**src/include/mem_stage_cfg.svh**
```systemverilog
`ifndef MEM_STAGE_CFG_SVH
`define MEM_STAGE_CFG_SVH

////////////////////
// Datapath widths
`define XLEN 32
`define REG_ADDR_W 5

////////////////////
// RV32 major opcodes handled by the memory path
`define OP_LOAD 7'b0000011
`define OP_STORE 7'b0100011
`define OP_AMO 7'b0101111

// funct5 of LR.W inside the AMO opcode
`define FUNCT5_LR 5'b00010

// Set on LR.W means wait for the reservation, clear means request one
`define AQ_BIT 26

`endif
```
**src/design/mem_stage_pkg.sv**
```systemverilog
`include "mem_stage_cfg.svh"

package mem_stage_pkg;

    // Data and address word
    typedef logic [`XLEN-1:0] word_t;

    // Register index
    typedef logic [`REG_ADDR_W-1:0] reg_addr_t;

    // Access size, taken from funct3[1:0]
    typedef enum logic [1:0]
    {
        MEM_BYTE = 2'b00,
        MEM_HALF = 2'b01,
        MEM_WORD = 2'b10
    } mem_width_e;

    ////////////////////
    // Instruction views

    // I-type, used by loads and LR.W
    typedef struct packed
    {
        logic [11:0] imm12;
        reg_addr_t   rs1;
        logic [2:0]  funct3;
        reg_addr_t   rd;
        logic [6:0]  opcode;
    } load_fmt_s;

    // S-type, immediate split around rs2
    typedef struct packed
    {
        logic [6:0]  imm_hi7;
        reg_addr_t   rs2;
        reg_addr_t   rs1;
        logic [2:0]  funct3;
        logic [4:0]  imm_lo5;
        logic [6:0]  opcode;
    } store_fmt_s;

    // Same 32-bit word, read as I-type or S-type by the op kind
    typedef union packed
    {
        load_fmt_s  ld;
        store_fmt_s st;
    } instr_u;

endpackage

```
**src/design/mem_stage_top.sv**
```systemverilog
module mem_stage_top
(
    input  logic                     clk,
    input  logic                     reset,
    // Execute side
    input  logic                     instr_valid_i,
    input  mem_stage_pkg::instr_u    instr_i,
    input  mem_stage_pkg::word_t     rs1_val_i,
    input  mem_stage_pkg::word_t     rs2_val_i,
    input  logic                     hold_i,
    // Memory request
    output logic                     mem_v_o,
    output logic                     mem_w_o,
    output mem_stage_pkg::word_t     mem_addr_o,
    output mem_stage_pkg::word_t     mem_wdata_o,
    output logic [3:0]               mem_mask_o,
    input  logic                     mem_yumi_i,
    // Memory response
    input  logic                     mem_valid_i,
    input  mem_stage_pkg::word_t     mem_rdata_i,
    output logic                     mem_yumi_o,
    // Reservation
    input  logic                     reservation_i,
    output logic                     reserve_o,
    // Writeback and stall
    output logic                     wb_v_o,
    output mem_stage_pkg::reg_addr_t wb_rd_o,
    output mem_stage_pkg::word_t     wb_data_o,
    output logic                     stall_o
);

// Execute stage view
mem_stage_pkg::instr_u     exe_instr;
mem_stage_pkg::mem_width_e exe_width;
logic [1:0]                addr_lane;

// Memory stage view
mem_stage_pkg::mem_width_e mem_width;
logic                      mem_unsigned;
logic [1:0]                mem_lane;
logic                      mem_load;
mem_stage_pkg::reg_addr_t  mem_rd;

// Pipeline control
logic                      advance;
logic                      buffer_load;

////////////////////
// Stage control
mem_stage_ctrl i_mem_stage_ctrl
(
    .clk            (clk),
    .reset          (reset),
    .instr_valid_i  (instr_valid_i),
    .instr_i        (instr_i),
    .hold_i         (hold_i),
    .mem_yumi_i     (mem_yumi_i),
    .mem_valid_i    (mem_valid_i),
    .reservation_i  (reservation_i),
    .addr_lane_i    (addr_lane),
    .stall_o        (stall_o),
    .mem_v_o        (mem_v_o),
    .mem_w_o        (mem_w_o),
    .mem_yumi_o     (mem_yumi_o),
    .reserve_o      (reserve_o),
    .exe_instr_o    (exe_instr),
    .exe_width_o    (exe_width),
    .mem_width_o    (mem_width),
    .mem_unsigned_o (mem_unsigned),
    .mem_lane_o     (mem_lane),
    .mem_load_o     (mem_load),
    .mem_rd_o       (mem_rd),
    .advance_o      (advance),
    .buffer_load_o  (buffer_load)
);

// Address and store data in execute
addr_store_unit i_addr_store_unit
(
    .exe_instr_i (exe_instr),
    .exe_width_i (exe_width),
    .rs1_val_i   (rs1_val_i),
    .rs2_val_i   (rs2_val_i),
    .addr_o      (mem_addr_o),
    .addr_lane_o (addr_lane),
    .wdata_o     (mem_wdata_o),
    .mask_o      (mem_mask_o)
);

// Load data shaping and writeback
load_aligner i_load_aligner
(
    .clk           (clk),
    .reset         (reset),
    .rdata_i       (mem_rdata_i),
    .valid_i       (mem_valid_i),
    .buffer_load_i (buffer_load),
    .advance_i     (advance),
    .load_i        (mem_load),
    .width_i       (mem_width),
    .unsigned_i    (mem_unsigned),
    .lane_i        (mem_lane),
    .rd_i          (mem_rd),
    .wb_v_o        (wb_v_o),
    .wb_rd_o       (wb_rd_o),
    .wb_data_o     (wb_data_o)
);

endmodule

```
**src/design/load_aligner.sv**
```systemverilog
`include "mem_stage_cfg.svh"

module load_aligner
(
    input  logic                      clk,
    input  logic                      reset,
    input  mem_stage_pkg::word_t      rdata_i,
    input  logic                      valid_i,
    input  logic                      buffer_load_i,
    input  logic                      advance_i,
    input  logic                      load_i,
    input  mem_stage_pkg::mem_width_e width_i,
    input  logic                      unsigned_i,
    input  logic [1:0]                lane_i,
    input  mem_stage_pkg::reg_addr_t  rd_i,
    output logic                      wb_v_o,
    output mem_stage_pkg::reg_addr_t  wb_rd_o,
    output mem_stage_pkg::word_t      wb_data_o
);

mem_stage_pkg::word_t     buf_r;
mem_stage_pkg::word_t     loaded;
logic [7:0]               ld_byte;
logic [15:0]              ld_half;
mem_stage_pkg::word_t     result;
logic                     wb_v_r;
mem_stage_pkg::reg_addr_t wb_rd_r;
mem_stage_pkg::word_t     wb_data_r;

////////////////////
// Response buffer

// Filled while frozen, emptied when the stage moves on
always_ff @(posedge clk)
begin
    if (advance_i)
        buf_r <= '0;
    else if (buffer_load_i)
        buf_r <= rdata_i;
end

// Memory answers once per load, so live data wins over the buffer
assign loaded = valid_i ? rdata_i : buf_r;

// Byte picked by lane
always_comb
begin
    case (lane_i)
        2'b00:   ld_byte = loaded[7:0];
        2'b01:   ld_byte = loaded[15:8];
        2'b10:   ld_byte = loaded[23:16];
        default: ld_byte = loaded[31:24];
    endcase
end

// Halfword: any nonzero lane means the upper half
assign ld_half = (|lane_i) ? loaded[31:16] : loaded[15:0];

// Sign or zero extend
always_comb
begin
    case (width_i)
        mem_stage_pkg::MEM_BYTE:
            result = unsigned_i ? {{(`XLEN-8){1'b0}}, ld_byte}
                                : {{(`XLEN-8){ld_byte[7]}}, ld_byte};
        mem_stage_pkg::MEM_HALF:
            result = unsigned_i ? {{(`XLEN-16){1'b0}}, ld_half}
                                : {{(`XLEN-16){ld_half[15]}}, ld_half};
        default:
            result = loaded;
    endcase
end

////////////////////
// Writeback register

// Valid is a single pulse per completed load
always_ff @(posedge clk)
begin
    if (reset)
        wb_v_r <= 1'b0;
    else
        wb_v_r <= advance_i & load_i;
end

always_ff @(posedge clk)
begin
    if (advance_i)
    begin
        wb_rd_r   <= rd_i;
        wb_data_r <= result;
    end
end

assign wb_v_o    = wb_v_r;
assign wb_rd_o   = wb_rd_r;
assign wb_data_o = wb_data_r;

endmodule

```
**src/design/addr_store_unit.sv**
```systemverilog
`include "mem_stage_cfg.svh"

module addr_store_unit
(
    input  mem_stage_pkg::instr_u     exe_instr_i,
    input  mem_stage_pkg::mem_width_e exe_width_i,
    input  mem_stage_pkg::word_t      rs1_val_i,
    input  mem_stage_pkg::word_t      rs2_val_i,
    output mem_stage_pkg::word_t      addr_o,
    output logic [1:0]                addr_lane_o,
    output mem_stage_pkg::word_t      wdata_o,
    output logic [3:0]                mask_o
);

logic [11:0]          imm;
logic                 is_store;
logic [4:0]           shamt;
mem_stage_pkg::word_t addr;

// Stores carry a split immediate, everything else is I-type
assign is_store = (exe_instr_i.st.opcode == `OP_STORE);
assign imm      = is_store ? {exe_instr_i.st.imm_hi7, exe_instr_i.st.imm_lo5}
                           : exe_instr_i.ld.imm12;

assign addr        = rs1_val_i + {{(`XLEN-12){imm[11]}}, imm};
assign addr_o      = addr;
assign addr_lane_o = addr[1:0];

// Byte offset of the lane as a bit shift
assign shamt = {addr[1:0], 3'b000};

////////////////////
// Store lane placement
always_comb
begin
    case (exe_width_i)
        mem_stage_pkg::MEM_BYTE:
        begin
            wdata_o = mem_stage_pkg::word_t'(rs2_val_i[7:0]) << shamt;
            mask_o  = 4'b0001 << addr[1:0];
        end
        mem_stage_pkg::MEM_HALF:
        begin
            wdata_o = mem_stage_pkg::word_t'(rs2_val_i[15:0]) << shamt;
            mask_o  = 4'b0011 << addr[1:0];
        end
        default:
        begin
            // Full word, no shift
            wdata_o = rs2_val_i;
            mask_o  = 4'b1111;
        end
    endcase
end

endmodule

```
**src/design/mem_stage_ctrl.sv**
```systemverilog
`include "mem_stage_cfg.svh"

module mem_stage_ctrl
(
    input  logic                      clk,
    input  logic                      reset,
    input  logic                      instr_valid_i,
    input  mem_stage_pkg::instr_u     instr_i,
    input  logic                      hold_i,
    input  logic                      mem_yumi_i,
    input  logic                      mem_valid_i,
    input  logic                      reservation_i,
    input  logic [1:0]                addr_lane_i,
    output logic                      stall_o,
    output logic                      mem_v_o,
    output logic                      mem_w_o,
    output logic                      mem_yumi_o,
    output logic                      reserve_o,
    output mem_stage_pkg::instr_u     exe_instr_o,
    output mem_stage_pkg::mem_width_e exe_width_o,
    output mem_stage_pkg::mem_width_e mem_width_o,
    output logic                      mem_unsigned_o,
    output logic [1:0]                mem_lane_o,
    output logic                      mem_load_o,
    output mem_stage_pkg::reg_addr_t  mem_rd_o,
    output logic                      advance_o,
    output logic                      buffer_load_o
);

// Decode of the incoming word
logic                      in_load;
logic                      in_store;
logic                      in_lr;
logic                      in_mem;
mem_stage_pkg::mem_width_e in_width;

// Execute stage
logic                      exe_v_r;
logic                      exe_store_r;
logic                      exe_lr_r;
logic                      exe_unsigned_r;
mem_stage_pkg::instr_u     exe_instr_r;
mem_stage_pkg::mem_width_e exe_width_r;

// Memory stage, only loads matter here
logic                      mem_load_r;
logic                      mem_unsigned_r;
mem_stage_pkg::mem_width_e mem_width_r;
logic [1:0]                mem_lane_r;
mem_stage_pkg::reg_addr_t  mem_rd_r;
logic                      buf_v_r;

logic                      lr_wait;
logic                      mem_wait;
logic                      stall;

////////////////////
// Opcode decode

// Opcode field sits at the same place in both views
assign in_load  = (instr_i.ld.opcode == `OP_LOAD);
assign in_store = (instr_i.ld.opcode == `OP_STORE);
// funct5 is the top of the I-type immediate
assign in_lr    = (instr_i.ld.opcode == `OP_AMO) & (instr_i.ld.imm12[11:7] == `FUNCT5_LR);
assign in_mem   = in_load | in_store | in_lr;

always_comb
begin
    // LR.W is always a full word
    if (in_lr)
        in_width = mem_stage_pkg::MEM_WORD;
    else
    begin
        case (instr_i.ld.funct3[1:0])
            2'b00:   in_width = mem_stage_pkg::MEM_BYTE;
            2'b01:   in_width = mem_stage_pkg::MEM_HALF;
            default: in_width = mem_stage_pkg::MEM_WORD;
        endcase
    end
end

////////////////////
// Stall and strobes

// LR.W with aq waits while another reservation is live
assign lr_wait  = exe_v_r & exe_lr_r & exe_instr_r[`AQ_BIT] & reservation_i;

// Load in memory stage with no data from the bus or the buffer
assign mem_wait = mem_load_r & ~mem_valid_i & ~buf_v_r;

assign stall = hold_i
             | (exe_v_r & ~mem_yumi_i)
             | mem_wait
             | lr_wait;

// Request only when the memory stage can take it, so yumi means one accept
assign mem_v_o    = exe_v_r & ~hold_i & ~lr_wait & ~mem_wait;
assign mem_w_o    = exe_v_r & exe_store_r;
// Returned data is always taken, even under hold
assign mem_yumi_o = mem_load_r & mem_valid_i;
assign reserve_o  = exe_v_r & exe_lr_r & ~exe_instr_r[`AQ_BIT];

// Data that arrives while the stages are frozen goes to the buffer
assign buffer_load_o = mem_load_r & mem_valid_i & stall;
assign advance_o     = ~stall;
assign stall_o       = stall;

////////////////////
// Stage registers

always_ff @(posedge clk)
begin
    if (reset)
    begin
        exe_v_r    <= 1'b0;
        mem_load_r <= 1'b0;
        buf_v_r    <= 1'b0;
    end
    else
    begin
        if (~stall)
        begin
            // Non-memory opcodes never enter
            exe_v_r    <= instr_valid_i & in_mem;
            // Stores drop out here, loads and LR.W go on to writeback
            mem_load_r <= exe_v_r & ~exe_store_r;
            buf_v_r    <= 1'b0;
        end
        else if (buffer_load_o)
            buf_v_r <= 1'b1;
    end
end

// Payload follows the valid bits
always_ff @(posedge clk)
begin
    if (~stall)
    begin
        exe_instr_r    <= instr_i;
        exe_store_r    <= in_store;
        exe_lr_r       <= in_lr;
        exe_width_r    <= in_width;
        exe_unsigned_r <= in_load & instr_i.ld.funct3[2];
        mem_width_r    <= exe_width_r;
        mem_unsigned_r <= exe_unsigned_r;
        mem_lane_r     <= addr_lane_i;
        mem_rd_r       <= exe_instr_r.ld.rd;
    end
end

assign exe_instr_o    = exe_instr_r;
assign exe_width_o    = exe_width_r;
assign mem_width_o    = mem_width_r;
assign mem_unsigned_o = mem_unsigned_r;
assign mem_lane_o     = mem_lane_r;
assign mem_load_o     = mem_load_r;
assign mem_rd_o       = mem_rd_r;

endmodule

```
**config.mk**
```make
export PLATFORM = sky130hd
export DESIGN_NAME = mem_stage_top
export DESIGN_NICKNAME = d
export VERILOG_FILES = /design/src/design/mem_stage_pkg.sv /design/src/design/mem_stage_top.sv /design/src/design/load_aligner.sv /design/src/design/addr_store_unit.sv /design/src/design/mem_stage_ctrl.sv
export VERILOG_INCLUDE_DIRS = /design/src /design/src/include
export SDC_FILE = /design/constraint.sdc
export NUM_CORES = 1
export LEC_CHECK = 0
export BUFFER_PORTS_ARGS = -buffer_cell sky130_fd_sc_hd__buf_2
export CAP_MARGIN = 10
export CORE_ASPECT_RATIO = 0.6
export CORE_MARGIN = 2
export CORE_UTILIZATION = 45
export CTS_CLUSTER_SIZE = 25
export DETAILED_ROUTE_END_ITERATION = 10
export PLACE_DENSITY = 0.81
export SETUP_SLACK_MARGIN = 0.02
export SLEW_MARGIN = 20
export SYNTH_ARGS = -nofsm -noshare
export SYNTH_HDL_FRONTEND = slang
export SYNTH_SLANG_ARGS = --single-unit
```
**constraint.sdc**
```tcl
create_clock -name clk -period 7.9 [get_ports clk]
set_clock_uncertainty 0.05 [all_clocks]
set_input_delay 0 -clock clk [delete_from_list [all_inputs] [get_ports clk]]
set_output_delay 0 -clock clk [all_outputs]
set_load 0.05 [all_outputs]
```
**Yosys cells after proc, flatten, opt, wreduce, memory -nomap -nowiden**

Index checks and enable logic that the tools add are counted.

- Input port bits: 135
- Register bits after elaboration: 120

- Bitwise operators: 32
- Shifts and indexed selects: 4
- Reduce and logical (&&, ||, !) cells: 6
- Equality and inequality tests: 10
- Add/sub/neg operators: 1
- Muxes and demuxes: 10

Operator list:

| kind | number |
|---|---|
| one-hot mux 32 bit (2 select lines) | 2 |
| two-way mux 32 bit | 3 |
| adder 32 bit | 1 |
| << shifter 16 x 5 -> 32 bit | 1 |
| << shifter 8 x 5 -> 32 bit | 1 |
| one-hot mux 8 bit (3 select lines) | 1 |
| equality test 7 x 6 -> 1 bit, second input constant | 3 |
| bitwise AND 1 bit | 18 |
| two-way mux 16 bit | 1 |
| inverter 1 bit | 9 |
| equality test 2 x 1 -> 1 bit, second input constant | 4 |
| logical NOT 2 bit | 4 |
| one-hot mux 4 bit (2 select lines) | 1 |
| equality test 7 x 2 -> 1 bit, second input constant | 1 |
| equality test 5 x 2 -> 1 bit, second input constant | 1 |
| two-way mux 5 bit | 1 |
| bitwise OR 1 bit | 5 |
| one-hot mux 2 bit (2 select lines) | 1 |
| OR reduction 2 bit | 2 |
| << shifter 1 x 2 -> 4 bit, first input constant | 1 |
| << shifter 2 x 2 -> 4 bit, first input constant | 1 |
| equality test 2 bit, second input constant | 1 |

**Depth between registers and ports, before layout**

Gate-level depths: netlist (run 1).

- Depth after elaboration: 7
- Depth in mapped cells: 12
- Depth with buffers taken out: 12

**Cells and area by module**

From an unflattened synthesis (run 1), not the netlist that was laid out.

- Cells, all modules: 750
- Area, all modules: 7,767.4 µm²

By module, submodules not included:

| module | area each (µm²) | instances | cells an instance |
|---|---|---|---|
| load_aligner | 3,538.4 | 1 | 294 |
| addr_store_unit | 2,533.7 | 1 | 374 |
| mem_stage_ctrl | 1,695.4 | 1 | 82 |

**Worst setup path before layout (run 1)**

OpenSTA, ideal clock, no wires.

- Kind: register to output
- From: register i_mem_stage_ctrl.exe_instr_r (netlist bit i_mem_stage_ctrl.exe_instr_o[2])
- To: output port mem_wdata_o[16]
- Required time: 7,850 ps
- Arrival time: 3,922 ps
- Cell stages (with the launch flop): 10
- Setup slack: 3,928 ps
- Cells stage by stage: edfxtp_1 -> nor4b_1 -> nand4b_1 -> mux2_2 -> ha_1 -> fa_1 -> nor2b_1 -> clkbuf_1 -> a22oi_1 -> o21ai_0

- Word-level cells in the longest chain between the ends: 5

RTL lines:

| what | line | text |
|---|---|---|
| start: declaration | mem_stage_ctrl.sv:42 | `mem_stage_pkg::instr_u exe_instr_r;` |
| start signal: assignment | mem_stage_ctrl.sv:139 | `exe_instr_r <= instr_i;` |
| equality test 7 x 6 -> 1 bit (no source line) (*) | n/a |  |
| two-way mux 5 bit (*) | addr_store_unit.sv:22 | `assign imm = is_store ? {exe_instr_i.st.imm_hi7, exe_instr_i.st.imm_lo5}` |
| adder 32 bit (*) | addr_store_unit.sv:25 | `` assign addr = rs1_val_i + {{(`XLEN-12){imm[11]}}, imm}; `` |
| net mem_addr_o[1] | mem_stage_top.sv:14 | `output mem_stage_pkg::word_t mem_addr_o,` |
| << shifter 16 x 5 -> 32 bit or << shifter 8 x 5 -> 32 bit (tied branches) | addr_store_unit.sv:44, addr_store_unit.sv:39 |  |
| one-hot mux 32 bit (2 select lines) (*) | addr_store_unit.sv:36 | `case (exe_width_i)` |
| end: declaration | mem_stage_top.sv:15 | `output mem_stage_pkg::word_t mem_wdata_o,` |

Mark *: on every way through the listed nets, which the timed path passes. The rest lies on a longest branch.

**Final worst setup path (run 1)**

- From: register i_mem_stage_ctrl.exe_instr_r (netlist bit i_mem_stage_ctrl.exe_instr_o[2])
- To: output port mem_wdata_o[16]

- Word-level cells in the longest chain between the ends: 5

RTL lines:

| what | line |
|---|---|
| equality test 7 x 6 -> 1 bit (no source line) (*) | n/a |
| two-way mux 5 bit (*) | addr_store_unit.sv:22 |
| adder 32 bit (*) | addr_store_unit.sv:25 |
| << shifter 16 x 5 -> 32 bit or << shifter 8 x 5 -> 32 bit (tied branches) | addr_store_unit.sv:44, addr_store_unit.sv:39 |
| one-hot mux 32 bit (2 select lines) (*) | addr_store_unit.sv:36 |

Every way passes the cells marked *; elsewhere a longest branch is shown, timed or not.

==> metrics.txt, run 1 <==
status=finished, final reports clean; peak supply drop=0.0001036 V; via count=6839; Worst-path clk slew=0.08 ns; Yosys cell types=64; leakage=3.930 nW; arrival time at the worst endpoint=4.48 ns; Clk pwr share=0.254; Final GP Congestion=0.9627; ys async rst share=0; Post-CTS Setup Inserts=0; first-pass GRT wire length=31.44 mm; Die W=163.7 µm; layout cells sized above 1=0.2861; wire per inst=16.99 µm; CTS buffer count=9; largest net degree at the start of global routing=59; TritonCTS clock tree=done; mux cell area share after synthesis=0.06270; CP Depth=9; cells after synthesis=744; maxcap violations=0; Rel. slew slack=0.2757; 1st-iter DRT viols=690; unrepaired setup endpoints after global routing=false; Setup Crit Path Kind=flip-flop to output pin; post-DP HPWL=14.96 mm; Residual DRC=0; post-synth top area cell=edfxtp_1; die area=16340 µm²; sequential share of power=0.383; final cycle utilization of the critical path=0.5730; worst hold-check path type=input pin to flip-flop; CORE AREA=14720 µm²; TNS Setup=0 ns; register area share after synthesis=0.4362; Die Ht=99.81 µm; syn nets=911; Via-to-Cell Ratio=5.587; max frequency=220.9 MHz; CTS Hold Bufs=61; vias in the first global route=6127; startpoint class of the critical path=flip-flop; # IOs=246; clk buf depth=2; Initial Util=0.4677; final instance area=9095 µm²; Worst-Margin Slew=1.080 ns; initial antenna violation count=3; Adder-Cell Fraction of Synth Area=0.05925; final hold viol count=0; synthesized area=6884 µm²; P&R area growth vs syn=32.12%; Post-synth EDFFs=76; Root Driver=clkbuf_16; largest family of logic cells by synthesized area=compound AO/OA/AOI/OAI gates; CP Data Required Time=7.85 ns; power density cells=194.1 nW/µm²; DRT antenna net count=0; CP delay by family, top=simple AND/OR/NAND/NOR gates; Total Power=1.765 mW; post-CTS sizing=0; Worst R2R Path Depth=5; Post-Synth Simple-Gate Area=0.1534; CP Capture Type=output pin; Routed WL=20.80 mm; Inst Count DP=1145; Setup violations, final=0; CP max FO=16; Buf/Inv on CP=1; top cell type's share of synthesized area=0.3315; most frequent cells in the layout=buf_2, nand2_1, a21oi_1; placed inst area=8184 µm²; nets=1186; delay of the slowest critical-path stage=0.89 ns; cell depth of the worst min-delay path=2; Clk Latency, worst-skew pair=0.35 ns; Pre-Repair DR Iteration Count=5; worst path cell trace=nor4b_1 > nand4b_1 > mux2_2 > ha_1 > fa_1 > nor2b_1 > a22oi_1 > o21ai_0 > buf_2; FF+latch count, synth=112; Net Sw Power=0.6955 mW; Synth Area in XOR/XNOR=0.03817; compound-gate portion of the synthesized area=0.2128; syn_area_per_cell=9.253 µm²; commonest non-fill, non-tap cell in the layout=buf_2; critical path's slowest cell=fa_1; Tmin final=4.527 ns; Comb pwr share=0.362; largest cells by area after synthesis=edfxtp_1, dfxtp_1, nand2_1, a21oi_1, ha_1; Site Rows=34; Pint=1.070 mW; clock sink total=112; Port Buffer Count=240; ys flop type=edfxtp_1; H-tree depth=3; final slew viol count=0; switch share=0.3940; Ys Warns=0; total track usage=0.2475; GRT overflow=0; Finished Layout Cells=1224
==> power by group through the flow <==
stage | Combinational (mW) | Sequential (mW) | Clock (mW)
global route | 0.678 | 0.679 | 0.482
global placement | 0.606 | 0.689 | 0
finish | 0.640 | 0.676 | 0.449
detailed placement | 0.608 | 0.689 | 0
CTS | 0.634 | 0.676 | 0.462
floorplan | 0.412 | 0.730 | 0
==> synth_stat cells (3+ instances only) <==
cell	n
nor2_1	23
mux2_2	19
nand2_1	146
a21oi_1	86
o21ai_0	56
a221o_1	6
a211oi_1	5
clkbuf_1	32
dfxtp_1	36
inv_1	20
a31oi_1	5
and3_1	3
or2_2	3
o211ai_1	7
nor3_1	9
buf_2	5
edfxtp_1	76
or3_1	8
nand3_1	10
ha_1	31
nor2b_1	4
buf_6	3
xnor2_1	20
o22ai_1	4
xor2_1	10
a22oi_1	22
a21o_1	8
and2_1	10
o21bai_1	10
nand3b_1	3
mux2i_1	18
o31ai_1	5
==> cell type report <==
class	instances	area, µm²
fill	1262	5624
multi-input combinational	571	3631
sequential	112	3003
timing repair buffer	304	1834
tap	198	247.7
clock buffer	9	225.2
inverter	21	78.83
clock inverter	7	70.07
antenna	2	5.005
==> flip-flops by register name, summed over array words and instances, names as in the netlist, 2 cells and up <==
| signal | flops |
|---|---|
| i_load_aligner.wb_data_o | 32 |
| i_mem_stage_ctrl.exe_instr_o | 24 |
| i_mem_stage_ctrl.exe_width_o | 2 |
| i_mem_stage_ctrl.mem_lane_o | 2 |
| i_mem_stage_ctrl.mem_width_o | 2 |
| i_load_aligner.buf_r | 32 |
| i_mem_stage_ctrl.mem_rd_o | 5 |
| i_load_aligner.wb_rd_o | 5 |
==> worst reg2reg max path: cells and delay by family, from the launching register on <==
kind	cells	cell delay (ns)
mux	1	0.42
simple gates	2	0.76
flops	1	0.37
fa+ha+maj	2	1.11
==> kinds of logic (layout without fill, tap and decap cells) <==
kind of cell,Yosys count,in the layout
AO/OA/AOI/OAI,235,235
XOR/XNOR,30,30
adder cells (fa/ha/maj),32,32
buffers and inverters,61,341
flip-flops,112,112
multiplexers,39,39
other,0,2
AND/OR/NAND/NOR,235,235
==> final timing paths <==
path / slack, ns / endpoint / start
max reg2reg: 4.90 / i_mem_stage_ctrl.mem_lane_o[1]$_DFFE_PN_ / i_mem_stage_ctrl.exe_instr_o[2]$_DFFE_PN_
min reg2reg: 0.37 / i_load_aligner.wb_rd_o[1]$_DFFE_PN_ / i_mem_stage_ctrl.mem_rd_o[1]$_DFFE_PN_
max: 3.37 / mem_wdata_o[16] / i_mem_stage_ctrl.exe_instr_o[2]$_DFFE_PN_
min: 0.31 / i_mem_stage_ctrl.exe_instr_o[21]$_DFFE_PN_ / instr_i[21]
==> routing by layer <==
metal	GRT usage	routed length [µm]	vias up
met2	0.3704	8871	372
met3	0.06033	1994	39
met4	0.05601	384	2
met1	0.3631	9532	3147
met5	0	12	-
li1	-	-	3279
==> per-stage QoR <==
step	hold slack [ns]	util	setup WS, ns
3_3_place_gp	0.1269	0.5560	3.824
6_report	0.3052	0.6179	3.373
5_1_grt	0.2897	0.6179	3.156
2_1_floorplan	0.01907	-	3.928
4_1_cts	0.2879	0.6176	3.424
3_5_place_dp	0.1281	0.5560	3.821
(Power assumes the default switching activity.)
==> run 2, diff against run 1 <==
--- a/config.mk
+++ b/config.mk
@@ -6,6 +6,7 @@
 export SDC_FILE = /design/constraint.sdc
 export NUM_CORES = 1
 export LEC_CHECK = 0
+export ABC_AREA = 1
 export BUFFER_PORTS_ARGS = -buffer_cell sky130_fd_sc_hd__buf_2
 export CAP_MARGIN = 10
 export CORE_ASPECT_RATIO = 0.6
@@ -13,7 +14,7 @@
 export CORE_UTILIZATION = 45
 export CTS_CLUSTER_SIZE = 25
 export DETAILED_ROUTE_END_ITERATION = 10
-export PLACE_DENSITY = 0.81
+export PLACE_DENSITY = 0.8
 export SETUP_SLACK_MARGIN = 0.02
 export SLEW_MARGIN = 20
 export SYNTH_ARGS = -nofsm -noshare
==> constraint.sdc (replaced) <==
create_clock -name clk -period 4.55 [get_ports clk]
set_clock_uncertainty 0.05 [all_clocks]
set_input_delay 0 -clock clk [delete_from_list [all_inputs] [get_ports clk]]
set_output_delay 0 -clock clk [all_outputs]
set_load 0.05 [all_outputs]
==> run 2 against run 1 <==
Routed wire length up 25%. Combinational power up 110%. Critical endpoint unchanged. Via count up 21%. Core utilization down 2.5 points. Die area up 15%. Critical path type unchanged. Sequential share of layout area down 3.5 points. Non-clock buffer count up 1. Register-to-register slack worse by 3.0 ns. Global-route usage up 2.8 points. Clock-buffer cell count up 2. Total power up 92%.
==> metrics.txt, run 2 <==
Routed WL=26.00 mm (was 20.80 mm); max frequency=258.9 MHz; Tmin final=3.862 ns; first-pass GRT wire length=39.59 mm (was 31.44 mm); Clk Latency, worst-skew pair=0.35 ns (about the same); ys flop type=edfxtp_1 (unchanged); Yosys cell types=46 (was 64); nets=1582 (was 1186); startpoint class of the critical path=flip-flop (unchanged); status=finished, final reports clean (unchanged); layout cells sized above 1=0.2106 (was 0.2861); Worst-Margin Slew=0.9843 ns (was 1.080 ns); TNS Setup=0 ns (unchanged); maxcap violations=0 (unchanged); Clk pwr share=0.249 (was 0.254); clock sink total=112 (unchanged); Finished Layout Cells=1656 (was 1224); Rel. slew slack=0.3438 (was 0.2757); unrepaired setup endpoints after global routing=false (unchanged); initial antenna violation count=2 (was 3); cells after synthesis=1131 (was 744); clk buf depth=2 (unchanged); Via-to-Cell Ratio=5.010 (was 5.587); CP Data Required Time=4.50 ns (was 7.85 ns); post-synth top area cell=edfxtp_1 (unchanged); die area=18730 µm² (was 16340 µm²); most frequent cells in the layout=nand2_1, buf_2, inv_1 (was buf_2, nand2_1, a21oi_1); largest cells by area after synthesis=edfxtp_1, nand2_1, inv_1, dfxtp_1, ha_1 (was edfxtp_1, dfxtp_1, nand2_1, a21oi_1, ha_1); FF+latch count, synth=112 (unchanged); P&R area growth vs syn=28.56% (was 32.12%); placed inst area=9250 µm² (was 8184 µm²); leakage=5.682 nW (was 3.930 nW); Post-synth EDFFs=76 (unchanged); wire per inst=15.70 µm (was 16.99 µm); Setup Crit Path Kind=flip-flop to output pin (unchanged); Residual DRC=0 (unchanged); DRT antenna net count=0 (unchanged); sequential share of power=0.355 (was 0.383); via count=8296 (was 6839); Synth top cells by count=nand2_1, inv_1, edfxtp_1, nor2_1, nand3_1 (was nand2_1, a21oi_1, edfxtp_1, o21ai_0, dfxtp_1); Setup violations, final=0 (unchanged); 1st-iter DRT viols=839 (was 690); final hold viol count=0 (unchanged); Net Sw Power=1.422 mW (was 0.6955 mW); Die Ht=106.8 µm (was 99.81 µm); Initial Util=0.4615 (was 0.4677); Worst R2R Path Depth=6 (was 5); register area share after synthesis=0.3788 (was 0.4362); H-tree depth=3 (unchanged); multi-input logic area=3891 µm² (was 3631 µm²); worst hold-check path type=input pin to flip-flop (unchanged); Comb pwr share=0.396 (was 0.362); Pint=1.972 mW (was 1.070 mW); Die W=175.3 µm (was 163.7 µm); Port Buffer Count=240 (unchanged); peak supply drop=0.0002026 V (was 0.0001036 V); synthesized area=7926 µm² (was 6884 µm²); most frequent cell after synthesis=nand2_1 (unchanged); total track usage=0.2756 (was 0.2475); Final GP Congestion=0.9522 (was 0.9627); Ys Warns=0 (unchanged); top cell type's share of synthesized area=0.2879 (was 0.3315); ys async rst share=0 (unchanged); GRT overflow=0 (unchanged); TritonCTS clock tree=done (unchanged); arrival time at the worst endpoint=3.81 ns (was 4.48 ns); vias in the first global route=7564 (was 6127); CORE AREA=17180 µm² (was 14720 µm²); final instance area=10190 µm² (was 9095 µm²); switch share=0.4189 (was 0.3940); CP Capture Type=output pin (unchanged); Inst Count DP=1577 (was 1145); syn nets=1298 (was 911); post-CTS sizing=0 (unchanged); Fillers=1576 (was 1262); # IOs=246 (unchanged); Pre-Repair DR Iteration Count=7 (was 5); post-DP HPWL=20.65 mm (was 14.96 mm); register area=3003 µm² (unchanged); CP max FO=17 (was 16); power density cells=333.1 nW/µm² (was 194.1 nW/µm²); final slew viol count=0 (unchanged); syn_area_per_cell=7.008 µm² (was 9.253 µm²); Site Rows=37 (was 34); final cycle utilization of the critical path=0.8489; cell depth of the worst min-delay path=5 (was 2); Worst-path clk slew=0.08 ns (about the same); CTS buffer count=9 (unchanged); largest net degree at the start of global routing=65 (was 59); Root Driver=clkbuf_16 (unchanged); commonest non-fill, non-tap cell in the layout=nand2_1 (was buf_2)
-- run 2: power by group through the flow --
stage	Combinational, mW	Sequential (mW)	Clock, mW
final	1.34	1.21	0.844
after global routing	1.44	1.21	0.911
after CTS	1.33	1.20	0.867
after detailed placement	1.28	1.23	0
after global placement	1.27	1.23	0
after floorplan	0.834	1.33	0
-- run 2: kinds of logic (layout without fill, tap and decap cells) --
logic type	after synthesis	after routing	share of synthesized area
AO/OA/AOI/OAI	168	168	0.1343
XOR/XNOR	16	16	0.01768
adder cells (fa/ha/maj)	32	32	0.05146
buffers and inverters	253	542	0.1302
flip-flops	112	112	0.3788
multiplexers	5	5	0.007103
other	0	2	0
AND/OR/NAND/NOR	545	545	0.2803
-- run 2: path summary, 6_finish.rpt --
check / start / to / slack (ns)
min reg2reg: i_mem_stage_ctrl.mem_rd_o[2]$_DFFE_PN_ / i_load_aligner.wb_rd_o[2]$_DFFE_PN_ / 0.37
max reg2reg: i_mem_stage_ctrl.exe_instr_o[4]$_DFFE_PN_ / i_mem_stage_ctrl.mem_lane_o[1]$_DFFE_PN_ / 1.90
max: i_mem_stage_ctrl.exe_instr_o[4]$_DFFE_PN_ / mem_wdata_o[16] / 0.69
min: hold_i / i_mem_stage_ctrl.exe_lr_r$_DFFE_PN_ / 0.31
-- run 2: timing repair --
action | 4_1_cts | 5_1_grt
endpoints found under the hold margin | 64 | 0
buffers inserted | 0 | 0
hold buffers | 61 | 0
-- run 2: worst max-delay path, stage by stage, from the launching register on --
cell and delay, ns:
edfxtp_1 0.37, nor3b_1 0.22, nand4_1 0.33, mux2_2 0.39
ha_1 0.23, fa_1 0.65, inv_1 0.15, a21oi_2 0.64
a22o_1 0.23, buf_2 0.27
-- run 2: per-layer routing --
metal | part of all wire | global-route usage | up-vias
li1 | - | - | 4177
met1 | 0.49 | 0.4169 | 3672
met2 | 0.38 | 0.3706 | 420
met3 | 0.12 | 0.09858 | 27
met4 | 0.014 | 0.05714 | 0
met5 | 0 | 0 | -
-- run 2: per-stage QoR --
step	power (mW)	hold WS, ns	utilization	setup slack (ns)
floorplan	2.161	0.01907	-	0.7476
global placement	2.500	0.1278	0.5386	1.135
detailed placement	2.508	0.1281	0.5386	1.044
CTS	3.399	0.3003	0.5930	0.6295
global route	3.562	0.3046	0.5933	0.4083
finish	3.394	0.3060	0.5933	0.6876
-- run 2: final cells by class --
class | instances | share of cell area
Timing Repair Buffer | 305 | 0.1807
Inverter | 221 | 0.08165
Multi-Input combinational cell | 766 | 0.3819
Antenna cell | 2 | 0.0004912
Tap cell | 234 | 0.02873
Clock buffer | 11 | 0.02701
Clock inverter | 5 | 0.004789
Sequential cell | 112 | 0.2947
==> run 3, diff against run 2 <==
==> constraint.sdc (replaced) <==
create_clock -name clk -period 3.85 [get_ports clk]
set_clock_uncertainty 0.05 [all_clocks]
set_input_delay 0 -clock clk [delete_from_list [all_inputs] [get_ports clk]]
set_output_delay 0 -clock clk [all_outputs]
set_load 0.05 [all_outputs]
==> run 3 against run 2 <==
Register-to-register slack got worse by 0.51 ns. First-iteration DRC count rose by 3.2%. Total power up 17%. Hold slack got worse by 0.12 ns. Sequential share of layout area down 0.051 points. Sequential power up 17%. Combinational power rose by 19%. Via count up 1.8%. Cell count about the same. Setup slack got worse by 0.21 ns. Critical endpoint is now mem_addr_o[22].
==> metrics.txt, run 3 (same netlist as run 2, synthesis figures left out) <==
status=finished, final reports clean (unchanged); Die W=175.3 µm (unchanged); initial antenna violation count=1 (was 2); Buf/Inv on CP=2 (unchanged); unrepaired setup endpoints after global routing=false (unchanged); maxcap violations=0 (unchanged); Final GP Congestion=0.9542 (was 0.9522); DR top layer=met4 (unchanged); Site Rows=37 (unchanged); Die Ht=106.8 µm (unchanged); metal2 WL=9.919 mm (was 9.821 mm); DRT antenna net count=0 (unchanged); wl on met1=12.10 mm (was 12.64 mm); most frequent cells in the layout=nand2_1, buf_2, inv_1 (unchanged); TNS Setup=0 ns (unchanged); Root Driver=clkbuf_16 (unchanged); CTS buffer count=9 (unchanged); Via-to-Cell Ratio=5.099 (was 5.010); worst hold-check path type=input pin to flip-flop (unchanged); Routed WL=25.92 mm (was 26.00 mm); post-CTS sizing=0 (unchanged); delay of the slowest critical-path stage=0.37 ns (was 0.65 ns); Finished Layout Cells=1657 (was 1656); Port Buffer Count=240 (unchanged); CORE AREA=17180 µm² (unchanged); power density cells=390.6 nW/µm² (was 333.1 nW/µm²); Fillers=1604 (was 1576); final cycle utilization of the critical path=0.8759; P&R area growth vs syn=28.78% (was 28.56%); critical path's slowest cell=edfxtp_1 (was fa_1); Worst-path clk slew=0.07 ns (was 0.08 ns); CP Data Required Time=3.80 ns (was 4.50 ns); clock sink total=112 (unchanged); H-tree depth=3 (unchanged); 1st-iter DRT viols=866 (was 839); nets=1584 (was 1582); final slew viol count=0 (unchanged); multi-input logic area=3891 µm² (unchanged); worst path cell trace=nor3b_1 > nand4_1 > buf_4 > mux2_2 > ha_1 > nand2_1 > nor2_1 > nand2_1 > nand3_1 > nand2_1 > nand2_1 > nand2_1 > nand2_1 > nand2_1 > nand2_1 > buf_2 (was nor3b_1 > nand4_1 > mux2_2 > ha_1 > fa_1 > inv_1 > a21oi_2 > a22o_1 > buf_2); wire per inst=15.64 µm (was 15.70 µm); layout cells sized above 1=0.2117 (was 0.2106); Setup Crit Path Kind=flip-flop to output pin (unchanged); total track usage=0.2740 (was 0.2756); # IOs=246 (unchanged); CP dominant cell by count=nand2_1; TritonCTS clock tree=done (unchanged); die area=18730 µm² (unchanged); CP delay by family, top=simple AND/OR/NAND/NOR gates (was adder cells); vias in the first global route=7585 (was 7564); Total Power=3.987 mW (was 3.394 mW); arrival time at the worst endpoint=3.32 ns (was 3.81 ns); Initial Util=0.4615 (unchanged); startpoint class of the critical path=flip-flop (unchanged); Pre-Repair DR Iteration Count=7 (unchanged); max frequency=296.6 MHz; register area=3003 µm² (unchanged); peak supply drop=0.0002580 V (was 0.0002026 V); final hold viol count=0 (unchanged); CP Capture Type=output pin (unchanged); Tmin final=3.372 ns; first-pass GRT wire length=39.79 mm (was 39.59 mm); Clk Latency, worst-skew pair=0.34 ns (was 0.35 ns); largest net degree at the start of global routing=62 (was 65); post-DP HPWL=20.48 mm (was 20.65 mm); CP max FO=4 (was 17); Worst-Margin Slew=1.002 ns (was 0.9843 ns); clk buf depth=2 (unchanged); Setup violations, final=0 (unchanged); Inst Count DP=1578 (was 1577); met3 WL=3.398 mm (was 3.173 mm); via count=8449 (was 8296); leakage=5.695 nW (was 5.682 nW); GRT overflow=0 (unchanged); commonest non-fill, non-tap cell in the layout=nand2_1 (unchanged); Rel. slew slack=0.3321 (was 0.3438); Residual DRC=0 (unchanged)
run 3: worst paths after layout:
kind / startpoint / to / slack [ns] / depth (start not counted)
setup reg to reg: i_mem_stage_ctrl.exe_instr_o[4]$_DFFE_PN_ / i_mem_stage_ctrl.mem_lane_o[1]$_DFFE_PN_ / 1.39 / 6
setup / recovery: i_mem_stage_ctrl.exe_instr_o[4]$_DFFE_PN_ / mem_addr_o[22] / 0.48 / 16
hold / removal: hold_i / i_mem_stage_ctrl.exe_width_o[0]$_SDFFCE_PP0N_ / 0.19 / 4
hold reg to reg: i_mem_stage_ctrl.mem_rd_o[1]$_DFFE_PN_ / i_load_aligner.wb_rd_o[1]$_DFFE_PN_ / 0.37 / 0
run 3: final cells by class:
type,instances,area share
Antenna cell,1,0.0002452
Clock buffer,11,0.02586
Tap cell,234,0.02868
Sequential cell,112,0.2942
Inverter,221,0.08151
Timing Repair Buffer,307,0.1831
Clock inverter,5,0.005148
Multi-Input combinational cell,766,0.3812
run 3: layer usage:
layer,global-route usage,up-vias
met5,0,-
met4,0.06071,0
met3,0.08121,34
li1,-,4198
met2,0.3681,466
met1,0.4238,3751
run 3: tightest hold or removal path: cells and delay by family:
family / cells / cell delay [ns]
simple gates: 2 / 0.27
buf+inv: 2 / 0.11
run 3: metrics by stage:
step / instance area, µm² / hold slack (ns) / utilization / setup slack (ns)
after floorplan: 7926 / 0.01907 / - / 0.04762
after global placement: 9270 / 0.1277 / 0.5397 / 0.6566
after detailed placement: 9270 / 0.1281 / 0.5397 / 0.6232
after CTS: 10200 / 0.1712 / 0.5937 / 0.2255
after global routing: 10210 / 0.2027 / 0.5943 / 0.1775
final: 10210 / 0.1902 / 0.5943 / 0.4779
run 3: timing repair:
| action | CTS | global route |
|---|---|---|
| buffers inserted | 0 | 1 |
| setup endpoints to repair | 0 | 8 |
| endpoints found under the hold margin | 64 | 0 |
| hold buffers | 61 | 0 |
run 3: power by group:
part	switching (mW)	total, mW	internal, mW	leakage [nW]
clock network	0.436	0.970	0.534	0.160
registers	0.0464	1.42	1.38	1.04
logic	1.17	1.59	0.422	4.49
